**config.mk**
```make
export PLATFORM = sky130hd
export DESIGN_NAME = framed_link
export DESIGN_NICKNAME = d
export VERILOG_FILES = /design/src/framed_link_pkg.sv /design/src/packet_dispatch.sv /design/src/frame_inserter.sv /design/src/frame_merge.sv /design/src/framed_link.sv
export SDC_FILE = /design/constraint.sdc
export NUM_CORES = 1
export LEC_CHECK = 0
export ABC_CLOCK_PERIOD_IN_PS = 3650
export BUFFER_PORTS_ARGS = -buffer_cell sky130_fd_sc_hd__buf_4
export CORE_UTILIZATION = 51
export CTS_BUF_LIST = sky130_fd_sc_hd__clkbuf_8 sky130_fd_sc_hd__clkbuf_16
export CTS_CLUSTER_SIZE = 40
export DETAILED_ROUTE_END_ITERATION = 6
export PLACE_DENSITY = 0.76
export SYNTH_ARGS = -nofsm -noshare
export SYNTH_HDL_FRONTEND = slang
export SYNTH_SLANG_ARGS = --single-unit
export TNS_END_PERCENT = 30
```
**constraint.sdc**
```tcl
create_clock -name clk -period 3.65 [get_ports clk]
set_input_delay 0.1825 -clock clk [delete_from_list [all_inputs] [get_ports clk]]
set_output_delay 0.1825 -clock clk [all_outputs]
set_load 0.01 [all_outputs]
```
**src/framed_link_pkg.sv**
```systemverilog
// shared widths, lane count, preamble marker and framer states
// for the framed packet link transmitter

package framed_link_pkg;

   // stream word width
   localparam int DATA_W = 64;

   // number of frame inserter lanes, 2, 4 or 8
   localparam int NUM_LANES = 4;
   localparam int LANE_W = (NUM_LANES > 1) ? $clog2(NUM_LANES) : 1;

   // marker word sent ahead of every packet
   localparam logic [DATA_W-1:0] PREAMBLE_WORD = 64'hBA5E_BA77_B01D_FACE;

   typedef enum logic [1:0] {
      IDLE     = 2'd0,
      PREAMBLE = 2'd1,
      PASS     = 2'd2,
      TRAILER  = 2'd3
   } frame_state_t;

   // next lane in strict rotation, wraps after the last lane
   function automatic logic [LANE_W-1:0] next_lane(input logic [LANE_W-1:0] lane);
      if (lane == LANE_W'(NUM_LANES - 1))
         return '0;
      return lane + 1'b1;
   endfunction

endpackage

```
**src/packet_dispatch.sv**
```systemverilog
// packet dispatcher
// steers whole input packets to the frame inserter lanes in strict rotation

module packet_dispatch
   import framed_link_pkg::*;
(
   input  logic                                clk,
   input  logic                                i_rst_n,
   input  logic                                i_clear,
   // input stream
   input  logic [DATA_W-1:0]                   i_tdata,
   input  logic                                i_tlast,
   input  logic                                i_tvalid,
   output logic                                o_tready,
   // per-lane streams
   output logic [NUM_LANES-1:0][DATA_W-1:0]    o_lane_data,
   output logic [NUM_LANES-1:0]                o_lane_last,
   output logic [NUM_LANES-1:0]                o_lane_valid,
   input  logic [NUM_LANES-1:0]                i_lane_ready
);

   logic [LANE_W-1:0] lane_ptr;
   logic              last_accepted;

   // ######################################################################
   // lane pointer
   // ######################################################################

   // a packet only ends on an accepted last word, so it never splits
   assign last_accepted = i_tvalid & o_tready & i_tlast;

   always_ff @(posedge clk or negedge i_rst_n) begin
      if (!i_rst_n) begin
         lane_ptr <= '0;
      end else if (i_clear) begin
         lane_ptr <= '0;
      end else if (last_accepted) begin
         lane_ptr <= next_lane(lane_ptr);
      end
   end

   // ######################################################################
   // steering
   // ######################################################################

   // data and last fan out to every lane, valid only to the pointed one
   always_comb begin
      for (int lane = 0; lane < NUM_LANES; lane++) begin
         o_lane_data[lane] = i_tdata;
         o_lane_last[lane] = i_tlast;
      end
   end

   always_comb begin
      o_lane_valid = '0;
      o_lane_valid[lane_ptr] = i_tvalid;
   end

   // only the pointed lane may accept the word
   assign o_tready = i_lane_ready[lane_ptr];

endmodule

```
**src/frame_inserter.sv**
```systemverilog
// frame inserter for one lane
// adds the preamble word before a packet and the checksum/count trailer after it

module frame_inserter
   import framed_link_pkg::*;
(
   input  logic              clk,
   input  logic              i_rst_n,
   input  logic              i_clear,
   // payload in
   input  logic [DATA_W-1:0] i_tdata,
   input  logic              i_tlast,
   input  logic              i_tvalid,
   output logic              o_tready,
   // framed out
   output logic [DATA_W-1:0] o_tdata,
   output logic              o_tlast,
   output logic              o_tvalid,
   input  logic              i_tready
);

   frame_state_t state;
   frame_state_t next_state;

   logic [DATA_W/2-1:0] checksum;
   logic [DATA_W/2-1:0] word_count;
   logic                in_accepted;

   assign in_accepted = i_tvalid & o_tready;

   // ######################################################################
   // trailer accumulation
   // ######################################################################

   // both fold in one payload word per accepted beat, restart in IDLE
   always_ff @(posedge clk) begin
      if (state == IDLE) begin
         checksum   <= '0;
         word_count <= '0;
      end else if (in_accepted) begin
         checksum   <= checksum ^ i_tdata[DATA_W-1:DATA_W/2] ^ i_tdata[DATA_W/2-1:0];
         word_count <= word_count + 1'b1;
      end
   end

   // ######################################################################
   // framing FSM
   // ######################################################################

   always_ff @(posedge clk or negedge i_rst_n) begin
      if (!i_rst_n) begin
         state <= IDLE;
      end else if (i_clear) begin
         state <= IDLE;
      end else begin
         state <= next_state;
      end
   end

   always_comb begin
      next_state = state;
      unique case (state)
         IDLE: begin
            if (i_tvalid)
               next_state = PREAMBLE;
         end
         PREAMBLE: begin
            if (i_tready)
               next_state = PASS;
         end
         PASS: begin
            if (in_accepted && i_tlast)
               next_state = TRAILER;
         end
         TRAILER: begin
            if (i_tready)
               next_state = IDLE;
         end
         default: next_state = IDLE;
      endcase
   end

   // output mux, payload goes straight through in PASS
   always_comb begin
      unique case (state)
         PREAMBLE: o_tdata = PREAMBLE_WORD;
         PASS:     o_tdata = i_tdata;
         TRAILER:  o_tdata = {checksum, word_count};
         default:  o_tdata = '0;
      endcase
   end

   assign o_tvalid = (state == PASS) ? i_tvalid : (state != IDLE);
   assign o_tlast  = (state == TRAILER);

   // back-pressure reaches the input only while passing payload
   assign o_tready = (state == PASS) ? i_tready : 1'b0;

endmodule

```
**src/frame_merge.sv**
```systemverilog
// frame merger
// drains framed packets from the lanes in dispatch order onto one stream

module frame_merge
   import framed_link_pkg::*;
(
   input  logic                                clk,
   input  logic                                i_rst_n,
   input  logic                                i_clear,
   // per-lane framed streams
   input  logic [NUM_LANES-1:0][DATA_W-1:0]    i_lane_data,
   input  logic [NUM_LANES-1:0]                i_lane_last,
   input  logic [NUM_LANES-1:0]                i_lane_valid,
   output logic [NUM_LANES-1:0]                o_lane_ready,
   // merged output stream
   output logic [DATA_W-1:0]                   o_tdata,
   output logic                                o_tlast,
   output logic                                o_tvalid,
   input  logic                                i_tready
);

   logic [LANE_W-1:0] read_ptr;
   logic              frame_done;

   // ######################################################################
   // read pointer
   // ######################################################################

   // follows the dispatcher rotation so frames leave in arrival order
   assign frame_done = o_tvalid & i_tready & o_tlast;

   always_ff @(posedge clk or negedge i_rst_n) begin
      if (!i_rst_n) begin
         read_ptr <= '0;
      end else if (i_clear) begin
         read_ptr <= '0;
      end else if (frame_done) begin
         read_ptr <= next_lane(read_ptr);
      end
   end

   // ######################################################################
   // output select
   // ######################################################################

   assign o_tdata  = i_lane_data[read_ptr];
   assign o_tlast  = i_lane_last[read_ptr];
   assign o_tvalid = i_lane_valid[read_ptr];

   // other lanes stay stalled until their turn comes
   always_comb begin
      o_lane_ready = '0;
      o_lane_ready[read_ptr] = i_tready;
   end

endmodule

```
**src/framed_link.sv**
```systemverilog
// framed link transmitter top level
// dispatcher, one frame inserter per lane, and the merger

module framed_link
   import framed_link_pkg::*;
(
   input  logic              clk,
   input  logic              i_rst_n,
   input  logic              i_clear,
   // packet input
   input  logic [DATA_W-1:0] i_tdata,
   input  logic              i_tlast,
   input  logic              i_tvalid,
   output logic              o_tready,
   // framed output
   output logic [DATA_W-1:0] o_tdata,
   output logic              o_tlast,
   output logic              o_tvalid,
   input  logic              i_tready
);

   // dispatcher to inserters
   logic [NUM_LANES-1:0][DATA_W-1:0] lane_in_data;
   logic [NUM_LANES-1:0]             lane_in_last;
   logic [NUM_LANES-1:0]             lane_in_valid;
   logic [NUM_LANES-1:0]             lane_in_ready;

   // inserters to merger
   logic [NUM_LANES-1:0][DATA_W-1:0] lane_out_data;
   logic [NUM_LANES-1:0]             lane_out_last;
   logic [NUM_LANES-1:0]             lane_out_valid;
   logic [NUM_LANES-1:0]             lane_out_ready;

   packet_dispatch packet_dispatch_i (
      .clk          (clk),
      .i_rst_n      (i_rst_n),
      .i_clear      (i_clear),
      .i_tdata      (i_tdata),
      .i_tlast      (i_tlast),
      .i_tvalid     (i_tvalid),
      .o_tready     (o_tready),
      .o_lane_data  (lane_in_data),
      .o_lane_last  (lane_in_last),
      .o_lane_valid (lane_in_valid),
      .i_lane_ready (lane_in_ready)
   );

   for (genvar lane = 0; lane < NUM_LANES; lane++) begin : g_lane
      frame_inserter frame_inserter_i (
         .clk      (clk),
         .i_rst_n  (i_rst_n),
         .i_clear  (i_clear),
         .i_tdata  (lane_in_data[lane]),
         .i_tlast  (lane_in_last[lane]),
         .i_tvalid (lane_in_valid[lane]),
         .o_tready (lane_in_ready[lane]),
         .o_tdata  (lane_out_data[lane]),
         .o_tlast  (lane_out_last[lane]),
         .o_tvalid (lane_out_valid[lane]),
         .i_tready (lane_out_ready[lane])
      );
   end

   frame_merge frame_merge_i (
      .clk          (clk),
      .i_rst_n      (i_rst_n),
      .i_clear      (i_clear),
      .i_lane_data  (lane_out_data),
      .i_lane_last  (lane_out_last),
      .i_lane_valid (lane_out_valid),
      .o_lane_ready (lane_out_ready),
      .o_tdata      (o_tdata),
      .o_tlast      (o_tlast),
      .o_tvalid     (o_tvalid),
      .i_tready     (i_tready)
   );

endmodule

```
Yosys cells after proc, flatten, opt, wreduce, memory -nomap -nowiden --
Index checks and enable logic that the tools add are counted.
Storage, ports and cells: bits in registers 268, output and inout bits 67, logic and storage cells 154, bits of input ports 70
Cells by class: $add $sub $neg 6, bitwise logic cells 18, equal/unequal tests 30, reductions and logical operators 20, $lt $le $gt $ge 4, multiplexer cells 62
Operators by type and width (number):
- $pmux W64 S3 | 4
- $xor A32 B32 Y32 | 8
- $add A32 B1 Y32 const B | 4
- $bmux W64 S2 | 1
- $mux W64 | 1
- $mux W2 | 28
- $ne A3 B2 Y1 const B | 12
- $pmux W2 S4 | 4
- $eq A2 B2 Y1 const B | 10
- $mux W1 | 19
- $reduce_and A4 Y1 | 4
- $ne A3 B3 Y1 const B | 4
- $reduce_bool A2 Y1 | 6
- $and A1 B1 Y1 | 8
- $and A4 B4 Y4 | 2
- $eq A2 B1 Y1 const B | 4
- $logic_not A2 Y1 | 4
- $bmux W1 S2 | 3
- $logic_and A1 B1 Y1 | 6
- $lt A2 B3 Y1 const B | 2
- $add A2 B1 Y2 const B | 2
- $demux W1 S2 | 2
- $ge A2 B1 Y1 const B | 2

Longest topological paths before layout --
Gate-level depths: netlist of run 1.
word-level depth 15, depth in mapped cells 12, gate-level depth less buffers 7

Hierarchy --
Synthesis of run 1 repeated with hierarchy kept, for this count alone.
Unflattened totals: cells, all modules 2534, area, all modules 20706.1 um2
Modules (own cells, without submodules):
- frame_inserter at g_lane[0].frame_inserter_i ... | area each 4195.3 um2, instances 3, seq. area each 1331.3 um2, cells each 537
- frame_inserter at g_lane[3].frame_inserter_i | area each 4146.5 um2, instances 1, seq. area each 1331.3 um2, cells each 533
- packet_dispatch | area each 2194.6 um2, instances 1, seq. area each 50.0 um2, cells each 285
- frame_merge | area each 1779.2 um2, instances 1, seq. area each 50.0 um2, cells each 105

Least setup slack after synthesis of run 1 --
No wires, ideal clock.
path kind flip-flop to flip-flop, start reg frame_merge_i.read_ptr[1], end reg g_lane[0].frame_inserter_i.word_count[30], setup slack 1.046 ns, data required time 3.522 ns, buffers on the path 4, cell stages (with the launch flop) 12, arrival time 2.476 ns, setup time 0.128 ns, clock period less this slack 2.604 ns, cell sequence dfrtp_1 > clkinv_1 > clkbuf_1 > clkbuf_1 > ha_1 > and4_1 > clkbuf_1 > nand4_1 > clkbuf_1 > nor4_1 > xnor2_1 > nor2_1
Between the ends: longest elaborated chain between the ends 7, elaborated cells between the ends (all ways) 8, those cells by class 2 x order compare; 3 x mux; 2 x bitwise; 1 x reduce/logical
Ends and longest elaborated chain:
- start: declaration | RTL line frame_merge.sv:22 | logic [LANE_W-1:0] read_ptr;
- start signal: assignment | RTL line frame_merge.sv:38 | read_ptr <= next_lane(read_ptr);
- $lt A2 B3 Y1 (not written as such) / $ge A2 B1 Y1 (equally long branches) | RTL line frame_merge.sv:53 | o_lane_ready[read_ptr] = i_tready;
- $logic_and A1 B1 Y1 (not written as such) | RTL line frame_merge.sv:53
- $mux W1 (not written as such) | RTL line frame_merge.sv:53
- $demux W1 S2 (*)
- $and A4 B4 Y4 (no source line) (*)
- $mux W1 (*) | RTL line frame_inserter.sv:97 | assign o_tready = (state == PASS) ? i_tready : 1'b0;
- $and A1 B1 Y1 (*) | RTL line frame_inserter.sv:29 | assign in_accepted = i_tvalid & o_tready;
- end signal: assignment | RTL line frame_inserter.sv:42 | word_count <= word_count + 1'b1;
- end: declaration | RTL line frame_inserter.sv:26 | logic [DATA_W/2-1:0] word_count;
Every way passes the cells marked *; elsewhere a longest branch is shown, timed or not. A chain may end at the register's enable or synchronous reset.

Worst setup path in the final report of run 1 --
start reg g_lane[2].frame_inserter_i.state[0], end out o_tdata[16]
Between the ends: longest elaborated chain between the ends 4, elaborated cells between the ends (all ways) 6, those cells by class 3 x eq/ne; 3 x mux
Ends and longest elaborated chain:
- start: declaration | RTL line frame_inserter.sv:22 | frame_state_t state;
- start signal: assignment | RTL line frame_inserter.sv:56 | state <= next_state;
- $eq A2 B2 Y1 / $eq A2 B1 Y1 (equally long branches) | RTL line frame_inserter.sv:85 | unique case (state)
- $pmux W64 S3 (*) | RTL line frame_inserter.sv:85
- $bmux W64 S2 (*) | RTL line frame_merge.sv:46 | assign o_tdata = i_lane_data[read_ptr];
- $mux W64 (not written as such) (*) | RTL line frame_merge.sv:46
- end: declaration | RTL line framed_link.sv:16 | output logic [DATA_W-1:0] o_tdata,
Every way passes the cells marked *; elsewhere a longest branch is shown, timed or not. The select of a mux whose other input is x is not followed.

==> impl_metrics.csv, run 1 <==
group,metric,value,unit
run_status,status,"finished, violations left",
run_status,violations,"DRC",
logic_synthesis,avgSynthCellArea,7.69,um2
routing,drtAntennaViolNets,0,
pwr,switchingPower,2.98,mW
logic_synthesis,async_flop_share,4.48,%
pwr,power_leakage,5.69,nW
cells_and_area,layout_commonest_cell,"nor2_1",
critical_path,crit_slowest_cell,"buf_4",
logic_synthesis,syn_inst,2125,
critical_path,crit_arrival,3390,ps
logic_synthesis,syn_area,0.0163,mm2
floorplan,core-area,0.0316,mm2
logic_synthesis,dominantRegCellSynth,"dfxtp_1",
pwr,p_clk_share,37.6,%
cells_and_area,layout_common_cells,"nor2_1, a22oi_1, dfxtp_1",
pwr,pwr-share-comb,28.2,%
timing,worst_pin_slew,1060,ps
routing,via_count,17300,
floorplan,io_pins,137,
logic_synthesis,synth-edff-count,0,
critical_path,critical_path_class,"register to output port",
critical_path,crit_chain,"inv_1, ha_2, buf_4, buf_4, a22oi_1, o21ai_0, o21ai_0, o21ai_0, buf_4",
critical_path,critical-path-top-delay-family,"buffers and inverters",
clocking,clkTransAtPathRegs,70,ps
clocking,clock_sinks,268,
cells_and_area,drive_gt1_share,12.0,%
critical_path,reg2reg_from,"g_lane[1].frame_inserter_i.state[0]$_DFFE_PN0P_",
routing,wirelength,61.9,mm
routing,drt_iter0_markers,2331,
critical_path,critPathRequiredTime,3470,ps
min_path,hold_class,"input pin to register",
floorplan,die_x,181,um
logic_synthesis,synth.distinct_cells,51,
cells_and_area,layout.nets,2260,
global_route,grt_max_degree,67,
logic_synthesis,yosysTopAreaCellShare,31.4,%
cells_and_area,stdcell_area,0.0187,mm2
clocking,cts_inserted_buffers,31,
timing,fin_setup_tns,0,ps
timing,grt_setup_unrepaired,"false",
timing,hold_violations,0,
logic_synthesis,synth_nets,2223,
logic_synthesis,ys_warn_count,0,
placement,hpwlAfterDp,40.0,mm
clocking,cts_max_level,1,
routing,drc,1,
critical_path,crit_path_max_fanout,42,
critical_path,cp-startpoint,"g_lane[2].frame_inserter_i.state[0]$_DFFE_PN0P_",
global_route,grt_first_pass_wirelength,95.4,mm
job,cap_violations,0,
timing,fin_crit,3570,ps
floorplan,placementRows,65,
cells_and_area,syn_to_final_growth,14.5,%
pwr,pwr-share-seq,34.2,%
floorplan,die_y,181,um
floorplan,initial_core_util,51.8,%
cells_and_area,diodes,0,
global_route,gr-usage-all-layers,36.8,%
critical_path,critPathMaxStageDelay,490,ps
timing,fin_skew,23.3,ps
logic_synthesis,seq_area_frac_synth,33.2,%
logic_synthesis,ys_ff_latch,268,
clocking,cts_max_path_buffers,3,
routing,firstDrtPassIters,7,
pwr,p_per_area,468,mW/mm2
global_route,grt_pass1_vias,16700,
floorplan,die_area,0.0328,mm2
critical_path,endpoint_kind,"output port",
logic_synthesis,yosysTopAreaCell,"dfxtp_1",
clocking,cts_tree,"built",
placement,gp_congestion,0.979,
global_route,antenna_found_initial,0,
timing,fmax,280,MHz
routing,vias_per_cell,6.70,
pwr,p_int,5.79,mW
logic_synthesis,synth.area.top_cells,"dfxtp_1, a22oi_1, xor2_1",
clocking,insertion_delay,580,ps
timing,report.final.slew_viol_count,0,
placement,placedInstanceArea,0.0176,mm2
timing,setup_violations,0,
pwr,switching_share,34.0,%
timing,final.period_utilization,97.9,%
critical_path,crit_path_start_kind,"register",
critical_path,crit_buf_inv,4,
min_path,min_from,"i_tlast",
global_route,grt-ovfl-total,0,
timing,slew_headroom,29.4,%
placement,numPortBuffers,136,
routing,post_drt_wl_per_cell,23.9,um
cells_and_area,num-fill-cells,2849,
pwr,ir_drop,0.000428,V
clocking,cts_root_buf,"clkbuf_16",
what timing repair did:
action | in CTS | in global routing
buffers inserted | 0 | 0
endpoints found under the hold margin | 24 | 0
endpoints found under the setup margin | 0 | 1
gates resized for setup | 0 | 1
hold buffers | 4 | 0
routing by layer:
metal / routed length [um] / GRT usage (%) / vias to the layer above
met1: 23500 / 46.4 / 8189
met3: 7260 / 7.58 / 268
met2: 27300 / 58.2 / 1211
li1: - / - / 7633
met4: 3740 / 21.7 / 0
met5: 0 / 0 / -
power groups by stage:
stage	Sequential, mW	Clock [mW]	Combinational (mW)
6_report	3.00	3.29	2.47
5_1_grt	3.00	3.42	2.58
4_1_cts	3.00	3.30	2.40
3_5_place_dp	3.06	0	2.39
3_3_place_gp	3.06	0	2.37
2_1_floorplan	3.05	0	1.30
synth_stat cells, types with 4 or more instances:
cell / number
and2_1: 7
o31ai_1: 6
a221oi_1: 4
xor2_1: 204
buf_1: 23
or4_1: 6
dfrtp_1: 12
nand3_1: 43
mux2i_1: 6
xnor2_1: 57
and3_1: 19
nor3_1: 24
or3_1: 21
o21a_1: 26
a21oi_1: 36
o21ai_0: 141
nand2_1: 182
nor4_1: 18
and4_1: 22
o22ai_1: 25
buf_2: 7
nand4_1: 45
clkbuf_1: 148
ha_1: 28
inv_1: 34
a22oi_1: 256
o221ai_1: 64
dfxtp_1: 256
nor2_1: 376
worst reg2reg max path, stage by stage, from the launching register on:
cell     delay [ps]
dfrtp_1         430
inv_1           140
ha_2            490
buf_4           560
nand4_1         200
nor2_1          580
and3_1          270
xnor2_1         120
nor2_1           60
cell families after synthesis:
kind of cell / share of synthesized area (%)
simple gates: 21.3
compound gates: 23.9
flops: 33.2
xor+xnor: 14.0
buf+inv: 4.94
fa+ha+maj: 2.14
mux: 0.574
path summary, 6_finish.rpt:
kind	slack [ps]	end	cells past startpoint
setup / recovery	80	o_tdata[16]	9
hold / removal	70	packet_dispatch_i.lane_ptr[1]$_DFFE_PN0P_	4
setup reg to reg	670	g_lane[1].frame_inserter_i.word_count[6]$_SDFFE_PN0P_	8
hold reg to reg	500	g_lane[1].frame_inserter_i.word_count[31]$_SDFFE_PN0P_	2
max in group asynchronous	1990	frame_merge_i.read_ptr[1]$_DFFE_PN0P_	4
min in group asynchronous	500	g_lane[2].frame_inserter_i.state[1]$_DFFE_PN0P_	3
final cells by class:
type,instances,area (um2),area share (%)
repair buffers,182,1420,7.57
clock buffers,38,883,4.72
flip-flops and latches,268,5430,29.0
multi-input cells,1644,10200,54.4
clock inverters,15,179,0.956
well taps,402,503,2.69
inverters,35,131,0.702
state kept, by name (all words and copies together) (netlist names):
name                                flops
g_lane.frame_inserter_i.checksum      128
g_lane.frame_inserter_i.word_count    128
packet_dispatch_i.lane_ptr              2
g_lane.frame_inserter_i.state           8
frame_merge_i.read_ptr                  2
metrics by stage:
step | power (mW) | cells | hold WS, ps | utilization [%] | setup WS (ps)
CTS | 8.70 | 2584 | 53.3 | 59.3 | 132
global route | 9.00 | 2584 | 90.0 | 59.3 | 25.9
floorplan | 4.34 | 2125 | -113 | - | 1050
finish | 8.76 | 2584 | 68.1 | 59.3 | 76.9
global placement | 5.43 | 2527 | 42.6 | 55.8 | 793
detailed placement | 5.46 | 2527 | 46.4 | 55.8 | 730
(Power assumes the default switching activity.)
==> run 2: changes to the inputs <==
ABC_CLOCK_PERIOD_IN_PS = 3300   (was 3650)
RECOVER_POWER = 25   (was not set)
clock period = 3.3 ns   (was 3.65 ns; I/O delays follow)
==> run 2 against run 1 <==
The flow finishes with violations (DRC, setup timing). Combinational power is 13% higher. Worst hold slack improved by 1.4 ps. Sequential power grew 10%. Critical path type unchanged. Largest cell class unchanged.
==> impl_metrics.csv, run 2 (synthesis gave the netlist of run 1 again) <==
group,metric,value,unit
run_status,status,"finished, violations left",
run_status,violations,"DRC, setup timing",
floorplan,io_pins,137,
placement,hpwlAfterDp,39.6,mm
critical_path,critPathMaxStageDelay,590,ps
routing,drtAntennaViolNets,0,
routing,vias_per_cell,6.68,
critical_path,worst-path-stages,8,
global_route,gr-usage-all-layers,35.7,%
cells_and_area,drive_gt1_share,11.8,%
cells_and_area,diodes,0,
pwr,power_leakage,5.74,nW
timing,report.final.slew_viol_count,0,
min_path,min_to,"g_lane[1].frame_inserter_i.checksum[31]$_SDFFE_PN0P_",
min_path,min_from,"i_tdata[63]",
timing,hold_violations,0,
clocking,clock_sinks,268,
timing,setup_violations,2,
routing,drc,1,
clocking,post-cts-setup-buffer-count,0,
critical_path,crit_path_start_kind,"register",
global_route,grt-busiest-layer,"met2",
critical_path,critical-path-top-delay-family,"compound AO/OA/AOI/OAI gates",
global_route,grt-ovfl-total,0,
timing,final.period_utilization,102,%
floorplan,die_area,0.0328,mm2
pwr,p_int,6.54,mW
clocking,cts_root_buf,"clkbuf_16",
global_route,grt_first_pass_wirelength,92.6,mm
placement,gp_congestion,0.983,
critical_path,endpoint_kind,"output port",
routing,post_drt_wl_per_cell,23.3,um
timing,fmax,297,MHz
global_route,gr-usage-met3,8.39,%
clocking,cts_max_level,1,
job,cap_violations,0,
routing,wirelength,60.4,mm
routing,via_count,17300,
clocking,cts_max_path_buffers,3,
pwr,switching_share,33.4,%
critical_path,reg2reg_from,"g_lane[2].frame_inserter_i.state[0]$_DFFE_PN0P_",
placement,placedCellCount,2540,
clocking,cts_inserted_buffers,30,
global_route,use_met1,46.3,%
routing,firstDrtPassIters,7,
global_route,use_met2,54.2,%
routing,drt_iter0_markers,2217,
global_route,antenna_found_initial,0,
pwr,switchingPower,3.29,mW
global_route,grt_max_degree,69,
critical_path,critPathRequiredTime,3130,ps
timing,slew_headroom,30.8,%
critical_path,crit_arrival,3200,ps
cells_and_area,syn_to_final_growth,15.2,%
clocking,insertion_delay,570,ps
clocking,cts_tree,"built",
floorplan,die_y,181,um
critical_path,crit_path_max_fanout,41,
min_path,holdPathStages,5,
placement,post-place-ws,664,ps
floorplan,initial_core_util,51.8,%
critical_path,crit_buf_inv,4,
timing,fin_skew,15.1,ps
pwr,p_per_area,522,mW/mm2
pwr,ir_drop,0.000401,V
cells_and_area,postLayoutCoreUtil,59.7,%
critical_path,crit_chain,"inv_1, buf_4, a21oi_2, buf_4, o21ai_0, o21ai_0, o21ai_0, buf_4",
critical_path,r2r_setup_slack,400,ps
placement,numPortBuffers,136,
min_path,hold_class,"input pin to register",
floorplan,core-area,0.0316,mm2
cells_and_area,layout.nets,2272,
critical_path,critical_path_class,"register to output port",
critical_path,crit_slowest_cell,"o21ai_0",
cells_and_area,final_cells,2597,
cells_and_area,layout_common_cells,"nor2_1, a22oi_1, dfxtp_1",
timing,layout_setup_ws,-63.5,ps
cells_and_area,layout_commonest_cell,"nor2_1",
pwr,pwr-share-comb,28.5,%
timing,worst_pin_slew,1040,ps
pwr,p_clk_share,37.8,%
floorplan,die_x,181,um
critical_path,r2r-end,"g_lane[2].frame_inserter_i.word_count[26]$_SDFFE_PN0P_",
cells_and_area,reg_top3,"g_lane.frame_inserter_i.checksum (128), g_lane.frame_inserter_i.word_count (128), g_lane.frame_inserter_i.state (8)",
critical_path,reg2reg_depth,8,
clocking,clkTransAtPathRegs,70,ps
floorplan,placementRows,65,
timing,fin_crit,3360,ps
pwr,pwr-share-seq,33.7,%
global_route,grt_pass1_vias,16200,
## run 2: cell type report
class	count	area (um2)
Fill cell	2821	12700
Multi-Input combinational cell	1644	10200
Sequential cell	268	5430
Timing Repair Buffer	195	1490
Clock buffer	38	872
Tap cell	402	503
Clock inverter	15	221
Inverter	35	131
## run 2: how the worst max path moves through the flow
stage                                                          from                                                      to
floorplan                     frame_merge_i.read_ptr[1]$_DFFE_PN0P_  g_lane[0].frame_inserter_i.word_count[30]$_SDFFE_PN0P_
global placement    g_lane[2].frame_inserter_i.state[0]$_DFFE_PN0P_                                             o_tdata[16]
detailed placement  g_lane[2].frame_inserter_i.state[0]$_DFFE_PN0P_                                             o_tdata[32]
CTS                 g_lane[2].frame_inserter_i.state[0]$_DFFE_PN0P_                                             o_tdata[32]
global route        g_lane[2].frame_inserter_i.state[1]$_DFFE_PN0P_                                              o_tdata[3]
finish              g_lane[2].frame_inserter_i.state[1]$_DFFE_PN0P_                                             o_tdata[14]
## run 2: per-stage QoR
stage	instance area (um2)	total power [mW]	setup TNS (ps)	hold WS (ps)
global placement	17700	6.05	0	40.6
detailed placement	17700	6.08	0	43.8
finish	18800	9.83	-64.8	69.5
global route	18800	10.1	-15.7	78.8
floorplan	16300	4.80	0	-131
CTS	18800	9.76	0	56.8
## run 2: power groups by stage
stage          clock (mW)  sequential, mW  combinational [mW]
3_3_place_gp            0            3.38                2.67
4_1_cts              3.73            3.31                2.71
2_1_floorplan           0            3.37                1.43
3_5_place_dp            0            3.38                2.69
5_1_grt              3.88            3.32                2.91
6_report             3.72            3.31                2.80
## run 2: metal layers
metal	wire, um	vias up
met3	7490	229
li1	-	7668
met4	3640	0
met1	23300	8245
met5	0	-
met2	26000	1203
## run 2: worst min-delay path, cell delays in order
cell and delay, ps:
buf_4 120, xor2_1 100, nand2_1 90, xor2_1 60, nor2_1 70
## run 2: what timing repair did
action                     in CTS  in global routing
gates resized for setup         0                  6
setup endpoints to repair       0                 10
hold endpoints to repair       24                  0
hold buffers                    4                  0
